`config.mk`:
```
export PLATFORM = sky130hd
export DESIGN_NAME = fetch_core
export DESIGN_NICKNAME = d
export VERILOG_FILES = /design/src/logic/core_pkg.sv /design/src/logic/pc_control.sv /design/src/logic/fetch_port.sv /design/src/logic/instr_decode.sv /design/src/logic/reg_file.sv /design/src/logic/muldiv_unit.sv /design/src/logic/fetch_core.sv
export SDC_FILE = /design/constraint.sdc
export NUM_CORES = 2
export LEC_CHECK = 0
export BUFFER_PORTS_ARGS = -buffer_cell sky130_fd_sc_hd__buf_2
export CAP_MARGIN = 20
export CORE_MARGIN = 2
export CORE_UTILIZATION = 58
export CTS_CLUSTER_DIAMETER = 80
export CTS_CLUSTER_SIZE = 28
export DETAILED_ROUTE_END_ITERATION = 8
export PLACE_DENSITY_LB_ADDON = 0.05
export SLEW_MARGIN = 20
export SYNTH_ARGS = -nofsm -noshare
export SYNTH_HDL_FRONTEND = slang
export SYNTH_SLANG_ARGS = --single-unit
export TNS_END_PERCENT = 1
```
`constraint.sdc`:
```
create_clock -name clk -period 7.9 [get_ports clk]
set_clock_uncertainty 0.15 [all_clocks]
set_input_delay 0.395 -clock clk [delete_from_list [all_inputs] [get_ports clk]]
set_output_delay 0.395 -clock clk [all_outputs]
set_load 0.1 [all_outputs]
```
`src/logic/core_pkg.sv`:
```
package core_pkg;

    localparam int xlen = 32;
    localparam logic [xlen-1:0] reset_pc = 32'h8000_0000;

    // Iteration count of the multiplier and the divider
    localparam int muldiv_cycles = 32;

    localparam logic [6:0] opc_lui   = 7'b0110111;
    localparam logic [6:0] opc_jal   = 7'b1101111;
    localparam logic [6:0] opc_jalr  = 7'b1100111;
    localparam logic [6:0] opc_opimm = 7'b0010011;
    localparam logic [6:0] opc_op    = 7'b0110011;

    localparam logic [6:0] funct7_muldiv = 7'b0000001;  // M extension group
    localparam logic [2:0] funct3_addi   = 3'b000;
    localparam logic [2:0] funct3_mul    = 3'b000;
    localparam logic [2:0] funct3_divu   = 3'b101;

    typedef enum logic [2:0] {
        op_nop,
        op_lui,
        op_jal,
        op_jalr,
        op_addi,
        op_mul,
        op_divu
    } op_e;

    typedef enum logic [2:0] {
        st_fetch,
        st_wait_rsp,
        st_exec,
        st_jalr_calc,
        st_muldiv,
        st_retire
    } ctl_state_e;

endpackage

```
`src/logic/pc_control.sv`:
```
`timescale 1ns/1ns

module pc_control
    import core_pkg::*;
(
    input  logic            clk,
    input  logic            rst_n,
    output logic            fetch_start,
    input  logic            fetch_done,
    input  op_e             op,
    input  logic [4:0]      rd,
    input  logic [xlen-1:0] imm,
    input  logic [xlen-1:0] rs1_data,
    output logic            muldiv_start,
    input  logic            muldiv_done,
    input  logic [xlen-1:0] muldiv_result,
    output logic            rf_we,
    output logic [4:0]      rf_waddr,
    output logic [xlen-1:0] rf_wdata,
    output logic [xlen-1:0] fetch_pc,
    output logic            retire_valid,
    output logic [xlen-1:0] retire_pc,
    output logic [4:0]      retire_rd,
    output logic            retire_we,
    output logic [xlen-1:0] retire_data
);

    ctl_state_e      state;
    logic [xlen-1:0] pc;
    logic [xlen-1:0] pc_plus4;
    logic [xlen-1:0] jalr_sum;
    logic [xlen-1:0] jalr_target;
    logic [xlen-1:0] next_pc;
    logic [xlen-1:0] wb_data;

    assign pc_plus4 = pc + xlen'(4);
    assign jalr_sum = rs1_data + imm;
    assign fetch_pc = pc;  // Held until retire, so the request address cannot move

    always_comb begin
        case (op)
            op_jal:  next_pc = pc + imm;
            op_jalr: next_pc = jalr_target;
            default: next_pc = pc_plus4;
        endcase
    end

    always_comb begin
        case (op)
            op_lui:          wb_data = imm;
            op_jal, op_jalr: wb_data = pc_plus4;  // Link address
            op_addi:         wb_data = jalr_sum;
            op_mul, op_divu: wb_data = muldiv_result;
            default:         wb_data = '0;
        endcase
    end

    always_ff @(posedge clk or negedge rst_n) begin
        if (!rst_n) begin
            state        <= st_fetch;
            pc           <= reset_pc;
            fetch_start  <= 1'b0;
            muldiv_start <= 1'b0;
        end else begin
            fetch_start  <= 1'b0;
            muldiv_start <= 1'b0;
            case (state)
                st_fetch: begin
                    fetch_start <= 1'b1;
                    state       <= st_wait_rsp;
                end
                st_wait_rsp: begin
                    if (fetch_done) begin
                        state <= st_exec;
                    end
                end
                st_exec: begin
                    case (op)
                        op_jalr: state <= st_jalr_calc;
                        op_mul, op_divu: begin
                            muldiv_start <= 1'b1;
                            state        <= st_muldiv;
                        end
                        default: state <= st_retire;
                    endcase
                end
                st_jalr_calc: state <= st_retire;
                st_muldiv: begin
                    if (muldiv_done) begin
                        state <= st_retire;
                    end
                end
                st_retire: begin
                    pc    <= next_pc;
                    state <= st_fetch;
                end
                default: state <= st_fetch;
            endcase
        end
    end

    // Target is taken before rd is written, so rd equal to rs1 still sees the old value
    always_ff @(posedge clk) begin
        if (state == st_jalr_calc) begin
            jalr_target <= {jalr_sum[xlen-1:1], 1'b0};
        end
    end

    assign retire_valid = (state == st_retire);
    assign retire_pc    = pc;
    assign retire_rd    = rd;
    assign retire_we    = retire_valid && (rd != 5'd0);
    assign retire_data  = wb_data;

    assign rf_we    = retire_we;
    assign rf_waddr = rd;
    assign rf_wdata = wb_data;

endmodule

```
`src/logic/fetch_port.sv`:
```
`timescale 1ns/1ns

module fetch_port
    import core_pkg::*;
(
    input  logic            clk,
    input  logic            rst_n,
    input  logic            fetch_start,
    input  logic [xlen-1:0] fetch_pc,
    output logic            imem_req_valid,
    output logic [xlen-1:0] imem_req_addr,
    input  logic            imem_req_ready,
    input  logic            imem_rsp_valid,
    input  logic [xlen-1:0] imem_rsp_data,
    output logic            fetch_done,
    output logic [xlen-1:0] instr
);

    typedef enum logic [1:0] {
        fp_idle,
        fp_req,
        fp_wait
    } fp_state_e;

    fp_state_e state;

    always_ff @(posedge clk or negedge rst_n) begin
        if (!rst_n) begin
            state          <= fp_idle;
            imem_req_valid <= 1'b0;
            fetch_done     <= 1'b0;
        end else begin
            fetch_done <= 1'b0;
            case (state)
                fp_idle: begin
                    if (fetch_start) begin
                        imem_req_valid <= 1'b1;
                        state          <= fp_req;
                    end
                end
                fp_req: begin
                    if (imem_req_ready) begin  // Accepted on this edge
                        imem_req_valid <= 1'b0;
                        state          <= fp_wait;
                    end
                end
                fp_wait: begin
                    if (imem_rsp_valid) begin
                        fetch_done <= 1'b1;
                        state      <= fp_idle;
                    end
                end
                default: state <= fp_idle;
            endcase
        end
    end

    always_ff @(posedge clk) begin
        if (state == fp_idle && fetch_start) begin
            imem_req_addr <= fetch_pc;
        end
        if (state == fp_wait && imem_rsp_valid) begin
            instr <= imem_rsp_data;
        end
    end

endmodule

```
`src/logic/instr_decode.sv`:
```
`timescale 1ns/1ns

module instr_decode
    import core_pkg::*;
(
    input  logic [xlen-1:0] instr,
    output op_e             op,
    output logic [4:0]      rd,
    output logic [4:0]      rs1,
    output logic [4:0]      rs2,
    output logic [xlen-1:0] imm
);

    logic [6:0]      opcode;
    logic [2:0]      funct3;
    logic [6:0]      funct7;
    logic [xlen-1:0] imm_i;
    logic [xlen-1:0] imm_u;
    logic [xlen-1:0] imm_j;

    assign opcode = instr[6:0];
    assign funct3 = instr[14:12];
    assign funct7 = instr[31:25];
    assign rs1    = instr[19:15];
    assign rs2    = instr[24:20];

    assign imm_i = {{(xlen-12){instr[31]}}, instr[31:20]};
    assign imm_u = {instr[31:12], 12'b0};
    assign imm_j = {{(xlen-20){instr[31]}}, instr[19:12], instr[20], instr[30:21], 1'b0};

    always_comb begin
        op = op_nop;
        case (opcode)
            opc_lui:  op = op_lui;
            opc_jal:  op = op_jal;
            opc_jalr: op = op_jalr;
            opc_opimm: begin
                if (funct3 == funct3_addi) begin
                    op = op_addi;
                end
            end
            opc_op: begin
                if (funct7 == funct7_muldiv && funct3 == funct3_mul) begin
                    op = op_mul;
                end else if (funct7 == funct7_muldiv && funct3 == funct3_divu) begin
                    op = op_divu;
                end
            end
            default: op = op_nop;
        endcase
    end

    always_comb begin
        case (opcode)
            opc_lui: imm = imm_u;
            opc_jal: imm = imm_j;
            default: imm = imm_i;
        endcase
    end

    // Unsupported encodings retire with no destination
    assign rd = (op == op_nop) ? 5'd0 : instr[11:7];

endmodule

```
`src/logic/reg_file.sv`:
```
`timescale 1ns/1ns

module reg_file
    import core_pkg::*;
(
    input  logic            clk,
    input  logic            rst_n,
    input  logic [4:0]      rs1,
    input  logic [4:0]      rs2,
    output logic [xlen-1:0] rs1_data,
    output logic [xlen-1:0] rs2_data,
    input  logic            we,
    input  logic [4:0]      waddr,
    input  logic [xlen-1:0] wdata
);

    logic [xlen-1:0] regs [32];

    always_ff @(posedge clk or negedge rst_n) begin
        if (!rst_n) begin
            for (int i = 0; i < 32; i++) begin
                regs[i] <= '0;
            end
        end else if (we && waddr != 5'd0) begin  // x0 stays zero
            regs[waddr] <= wdata;
        end
    end

    assign rs1_data = regs[rs1];
    assign rs2_data = regs[rs2];

endmodule

```
`src/logic/muldiv_unit.sv`:
```
`timescale 1ns/1ns

module muldiv_unit
    import core_pkg::*;
(
    input  logic            clk,
    input  logic            rst_n,
    input  logic            start,
    input  op_e             op,
    input  logic [xlen-1:0] a,
    input  logic [xlen-1:0] b,
    output logic            busy,
    output logic            done,
    output logic [xlen-1:0] result
);

    logic [5:0]      cnt;
    logic            is_div;
    logic [xlen:0]   acc;       // Product, or partial remainder
    logic [xlen-1:0] opa;       // Multiplicand, or dividend shifting into quotient
    logic [xlen-1:0] opb;       // Multiplier, or divisor
    logic [xlen:0]   shifted;
    logic [xlen+1:0] diff;

    assign shifted = {acc[xlen-1:0], opa[xlen-1]};
    assign diff    = {1'b0, shifted} - {2'b00, opb};
    assign result  = is_div ? opa : acc[xlen-1:0];

    // Done lands muldiv_cycles+1 cycles after start
    always_ff @(posedge clk or negedge rst_n) begin
        if (!rst_n) begin
            busy <= 1'b0;
            done <= 1'b0;
            cnt  <= '0;
        end else begin
            done <= 1'b0;
            if (start) begin
                busy <= 1'b1;
                cnt  <= '0;
            end else if (busy) begin
                cnt <= cnt + 6'd1;
                if (cnt == 6'(muldiv_cycles - 1)) begin
                    busy <= 1'b0;
                    done <= 1'b1;
                end
            end
        end
    end

    always_ff @(posedge clk) begin
        if (start) begin
            is_div <= (op == op_divu);
            acc    <= '0;
            opa    <= a;
            opb    <= b;
        end else if (busy) begin
            if (is_div) begin
                // A zero divisor never borrows, so every quotient bit comes out one
                if (diff[xlen+1]) begin
                    acc <= shifted;
                    opa <= {opa[xlen-2:0], 1'b0};
                end else begin
                    acc <= diff[xlen:0];
                    opa <= {opa[xlen-2:0], 1'b1};
                end
            end else begin
                if (opb[0]) begin
                    acc <= acc + {1'b0, opa};
                end
                opa <= {opa[xlen-2:0], 1'b0};
                opb <= {1'b0, opb[xlen-1:1]};
            end
        end
    end

endmodule

```
`src/logic/fetch_core.sv`:
```
`timescale 1ns/1ns

module fetch_core
    import core_pkg::*;
(
    input  logic            clk,
    input  logic            rst_n,
    output logic            imem_req_valid,
    output logic [xlen-1:0] imem_req_addr,
    input  logic            imem_req_ready,
    input  logic            imem_rsp_valid,
    input  logic [xlen-1:0] imem_rsp_data,
    output logic            retire_valid,
    output logic [xlen-1:0] retire_pc,
    output logic [4:0]      retire_rd,
    output logic            retire_we,
    output logic [xlen-1:0] retire_data
);

    logic            fetch_start;
    logic            fetch_done;
    logic [xlen-1:0] fetch_pc;
    logic [xlen-1:0] instr;
    op_e             op;
    logic [4:0]      rd;
    logic [4:0]      rs1;
    logic [4:0]      rs2;
    logic [xlen-1:0] imm;
    logic [xlen-1:0] rs1_data;
    logic [xlen-1:0] rs2_data;
    logic            muldiv_start;
    logic            muldiv_done;
    logic [xlen-1:0] muldiv_result;
    logic            rf_we;
    logic [4:0]      rf_waddr;
    logic [xlen-1:0] rf_wdata;

    pc_control i_pc_control (
        .clk(clk), .rst_n(rst_n),
        .fetch_start(fetch_start), .fetch_done(fetch_done),
        .op(op), .rd(rd), .imm(imm), .rs1_data(rs1_data),
        .muldiv_start(muldiv_start), .muldiv_done(muldiv_done),
        .muldiv_result(muldiv_result),
        .rf_we(rf_we), .rf_waddr(rf_waddr), .rf_wdata(rf_wdata),
        .fetch_pc(fetch_pc),
        .retire_valid(retire_valid), .retire_pc(retire_pc), .retire_rd(retire_rd),
        .retire_we(retire_we), .retire_data(retire_data)
    );

    fetch_port i_fetch_port (
        .clk(clk), .rst_n(rst_n),
        .fetch_start(fetch_start), .fetch_pc(fetch_pc),
        .imem_req_valid(imem_req_valid), .imem_req_addr(imem_req_addr),
        .imem_req_ready(imem_req_ready),
        .imem_rsp_valid(imem_rsp_valid), .imem_rsp_data(imem_rsp_data),
        .fetch_done(fetch_done), .instr(instr)
    );

    instr_decode i_instr_decode (
        .instr(instr), .op(op), .rd(rd), .rs1(rs1), .rs2(rs2), .imm(imm)
    );

    reg_file i_reg_file (
        .clk(clk), .rst_n(rst_n),
        .rs1(rs1), .rs2(rs2), .rs1_data(rs1_data), .rs2_data(rs2_data),
        .we(rf_we), .waddr(rf_waddr), .wdata(rf_wdata)
    );

    muldiv_unit i_muldiv_unit (
        .clk(clk), .rst_n(rst_n),
        .start(muldiv_start), .op(op), .a(rs1_data), .b(rs2_data),
        .busy(), .done(muldiv_done), .result(muldiv_result)
    );

endmodule

```
==> flow_results.org <==
** Cells and area
- Fillers :: 9789
- Core Util, Final :: 62.8%
- Fraction of layout instances using a drive strength above 1 :: 19.5%
- Relative to the synthesized area, the layout overhead comes to 7.10%.
- Number of nets in the finished design :: 6380
- Diodes inserted :: 0

** Yosys
- In the synthesized netlist the dominant register cell turns out to be dfrtp_1.
- Largest family of logic cells by synthesized area :: multiplexers
- #FFs+latches synth :: 1265
- In the synthesized netlist the async set-or-reset flop fraction comes to 84.8%.
- After technology mapping, the gate count stands at 6413.
- During synthesis, Yosys emitted a total of 0 warnings.
- Cell Area, Synth :: 0.0705 mm^2
- After synthesis, the cell types taking the most area are dfrtp_1 38%, mux4_2 20%, edfxtp_1 6.8%, nand2_1 4.2%, a21oi_1 4.0%.
- Register area share after synthesis :: 45.8%
- The synthesized netlist devotes 13.2% of its cell area to compound gates.
- Synth Area in Adders :: 2.37%
- Distinct cells, synth :: 91
- Summing the areas of all xor and xnor instances in the mapped netlist gives 1.64% of the synthesized area.
- Average footprint of a synthesized cell :: 11.0 um^2
- After Yosys synthesis, and, or, nand and nor cells account for 10.3% of the synthesized area.
- The top cell type by area accounts for 38.1% of the synthesized area.
- Number of synthesized flops with an enable pin :: 160
- Biggest area consumer among synthesized cells :: dfrtp_1
- Counting every net in the synthesized netlist gives 6580.
- Mux contribution to synthesized area :: 22.6%

** Die
- Top Ports :: 140
- The floorplan has 127 rows.
- The floorplan step defined a die boundary enclosing 0.124 mm^2.
- Die X :: 353 um
- Area of the core :: 0.120 mm^2
- Die boundary height :: 353 um
- Once the floorplan was initialized, standard cells occupied 58.6% of the core.

** Drt
- Pre-antenna DRT Iters :: 6
- In the routed layout, each cell is associated on average with a via count of 6.68.
- Total wire length :: 228000 um
- Across all layers, the routed design uses 52.6k vias.
- Iteration-0 DRC Markers :: 5970
- In the final routed layout, each cell accounts on average for 28.9 um.
- Number of remaining DRC errors :: 0
- In this run the remaining antenna-violating nets after routing total 0.

** Power
- Of the total power, registers draw 51.0%.
- Static Leak :: 31.9 nW
- Per report_power, the clock group accounts for 33.6% of the total.
- Internal Power :: 0.00924 W
- Combinational logic burns 15.4% of the power.
- For this design the ratio of total power to cell area is 179 mW/mm^2.
- Switching share of power :: 31.8%
- In this run the power spent charging and discharging nets is 0.00430 W.
- Worst voltage drop across the vdd grid :: 0.207 mV

** Worst hold path
- The path class of the tightest hold or removal check is input port to async pin.

** Timing
- The number of hold violations in the final report came to 0.
- The clock period could shrink to 7.34 ns.
- Summed over all failing endpoints, the final setup total negative slack is 0 ns.
- After layout, the worst path uses 92.9% of the clock period.
- Slew HR :: 23.5%
- The final number of max-transition violations is 0.
- Final-report setup violation count :: 0
- At the pin with the least slew margin, the transition time is 1.14 ns.
- RSZ-0062 raised after global routing :: false
- Static timing analysis puts the maximum clock frequency at 136 MHz.

** Clock tree
- Root buffer selected by CTS :: clkbuf_16
- The clock tree synthesis step divided the H-tree into 3 levels.
- After clock tree synthesis, the clock-pin slew on the worst setup and hold paths is 0.11 ns.
- The number of setup buffers added after CTS is 0.
- Counting the buffers created by CTS gives 73.
- Clock latency at the later pin of the worst-skew pair :: 0.73 ns
- Clock tree from TritonCTS :: yes
- For this design, the sink count on the clock tree is 1265.
- Clock buffer depth :: 3

** Critical path
- For the worst setup path, the data arrival time is 6.80 ns.
- Type of the setup path with the least slack :: register to output pin
- FF-to-FF path depth :: 17
- Critical path endpoint category :: output pin
- In this run the number of cells on the critical path is 16.
- Among cell families on the critical path, the largest total delay comes from multiplexers.
- Biggest cell delay along the critical path :: 0.57 ns
- Required time at the endpoint of the critical path :: 7.36 ns
- Walking the worst path, the cells encountered are buf_12, buf_4, mux4_2, mux4_2, mux2_2, ha_1, and4_1, and4_1, o211ai_1, nand3_1, o21ai_0, a2111oi_0, nor3_1, o31a_1, inv_1, buf_2.
- In this run the worst path has a maximum fanout of 30.
- Startpoint type of the worst setup path :: register
- Worst path buffer plus inverter count :: 4
- Critical Path Slowest Stage Cell :: a2111oi_0

** Placed design
- Routability-driven placement finished with a final weighted congestion of 0.991.
- During placement, the flow inserted port buffers numbering 139.
- Detailed placement ended at an HPWL of 147000 um.

** Global routing
- Entering global routing, the biggest net connects 165 pins.
- Grt ovf :: 0
- Initial antenna violation count :: 4
- The first global-routing pass estimated 341000 um of wire.
- Number of global-route vias before repair :: 50.9k
- Global routing consumed, over all layers together, 37.1% of the routing resources.

** Outcome
- Result of the run :: completed

** Job
- Reported max-cap violation count :: 0
==> layout make-up <==
cell class / count / area, um^2 / area share [%]
Multi-Input combinational cell: 4431 / 35800 / 47.4
Clock buffer: 84 / 1910 / 2.53
Clock inverter: 48 / 653 / 0.865
Timing Repair Buffer: 326 / 2440 / 3.23
Tap cell: 1612 / 2020 / 2.67
Inverter: 116 / 435 / 0.577
Sequential cell: 1265 / 32300 / 42.8
==> worst paths after layout <==
kind / start / to / slack [ns]
max reg2reg: i_fetch_port.instr[15]$_DFFE_PP_ / i_reg_file.regs[287]$_DFFE_PN0P_ / 1.44
max in group asynchronous: rst_n / i_reg_file.regs[640]$_DFFE_PN0P_ / 5.68
max: i_fetch_port.instr[15]$_DFFE_PP_ / retire_data[31] / 0.56
min in group clk: imem_rsp_data[16] / i_fetch_port.instr[16]$_DFFE_PP_ / 0.22
min reg2reg: i_reg_file.regs[1020]$_DFFE_PN0P_ / i_reg_file.regs[1020]$_DFFE_PN0P_ / 0.25
min: rst_n / i_reg_file.regs[517]$_DFFE_PN0P_ / 0.10
==> cells in the final DEF, fill, tap and decap left out, drive strengths merged, types with 79 or more instances in the layout <==
master | netlist | final
a21oi | 570 | 570
inv | 116 | 142
clkbuf | 440 | 85
o21ai | 757 | 757
nor2 | 588 | 588
dfrtp | 1072 | 1072
mux4 | 635 | 635
xnor2 | 85 | 85
edfxtp | 160 | 160
buf | 161 | 289
ha | 127 | 127
mux2i | 79 | 79
nand2 | 796 | 796
==> cell families after synthesis <==
logic type	count (synthesis)
compound gates	1666
xor+xnor	132
fa+ha+maj	131
buf+inv	717
flops	1265
mux	791
simple gates	1711
==> per-stage QoR <==
stage | setup slack (ns) | power [W] | hold WS, ns | instances | cell area, um^2
after floorplan | 1.42 | 0.00840 | -0.0506 | 6413 | 70500
after global placement | 1.44 | 0.00907 | 0.227 | 7710 | 72500
after detailed placement | 1.39 | 0.00908 | 0.232 | 7711 | 72600
after CTS | 0.566 | 0.0136 | 0.108 | 7879 | 75500
after global routing | 0.0942 | 0.0139 | 0.162 | 7882 | 75500
final | 0.558 | 0.0135 | 0.103 | 7882 | 75500
==> what timing repair did <==
action,in CTS,in global routing
hold buffers,36,0
resized for setup,0,0
endpoints found under the hold margin,101,0
==> power groups by stage <==
| stage | combinational [W] | clock (W) | sequential (W) |
|---|---|---|---|
| floorplan | 0.00104 | 0 | 0.00736 |
| global placement | 0.00204 | 0 | 0.00703 |
| detailed placement | 0.00205 | 0 | 0.00703 |
| CTS | 0.00207 | 0.00461 | 0.00690 |
| global route | 0.00220 | 0.00482 | 0.00692 |
| finish | 0.00208 | 0.00455 | 0.00691 |
==> sequential cells by signal (all words and copies together), names as in the netlist, 2 cells and up <==
| name | count |
|---|---|
| i_muldiv_unit.acc | 32 |
| i_fetch_port.state | 2 |
| i_pc_control.fetch_pc | 32 |
| i_fetch_port.instr | 32 |
| i_fetch_port.imem_req_addr | 32 |
| i_reg_file.regs | 1024 |
| i_muldiv_unit.cnt | 6 |
| i_pc_control.state | 3 |
| i_muldiv_unit.opb | 32 |
| i_pc_control.jalr_target | 31 |
| i_muldiv_unit.opa | 32 |
==> Yosys cell counts, drive strengths merged (13+ instances only) <==
library cell,n
o31ai,15
a21o,57
o221ai,14
or2,22
nor2b,40
and2,14
o22ai,21
nand4,25
nor2,588
clkbuf,440
o21bai,13
nand3,71
mux2i,79
xnor2,85
and3,29
or3,16
o211ai,19
nor3,35
o21ai,757
ha,127
xor2,47
a221oi,19
inv,116
a31oi,30
dfxtp,32
mux2,77
buf,161
edfxtp,160
a21oi,570
nand2,796
o21a,19
mux4,635
nand2b,30
dfrtp,1072
a211oi,24
a211o,13
==> per-layer routing <==
layer / global-route usage, % / share of wire (%) / vias up
met3: 7.46 / 9.9 / 398
met4: 12.5 / 3.8 / 6
li1: - / - / 23087
met5: 0 / 0.018 / -
met1: 55.2 / 42 / 26663
met2: 55.1 / 44 / 2462
Power figures use the tool's default switching activity.
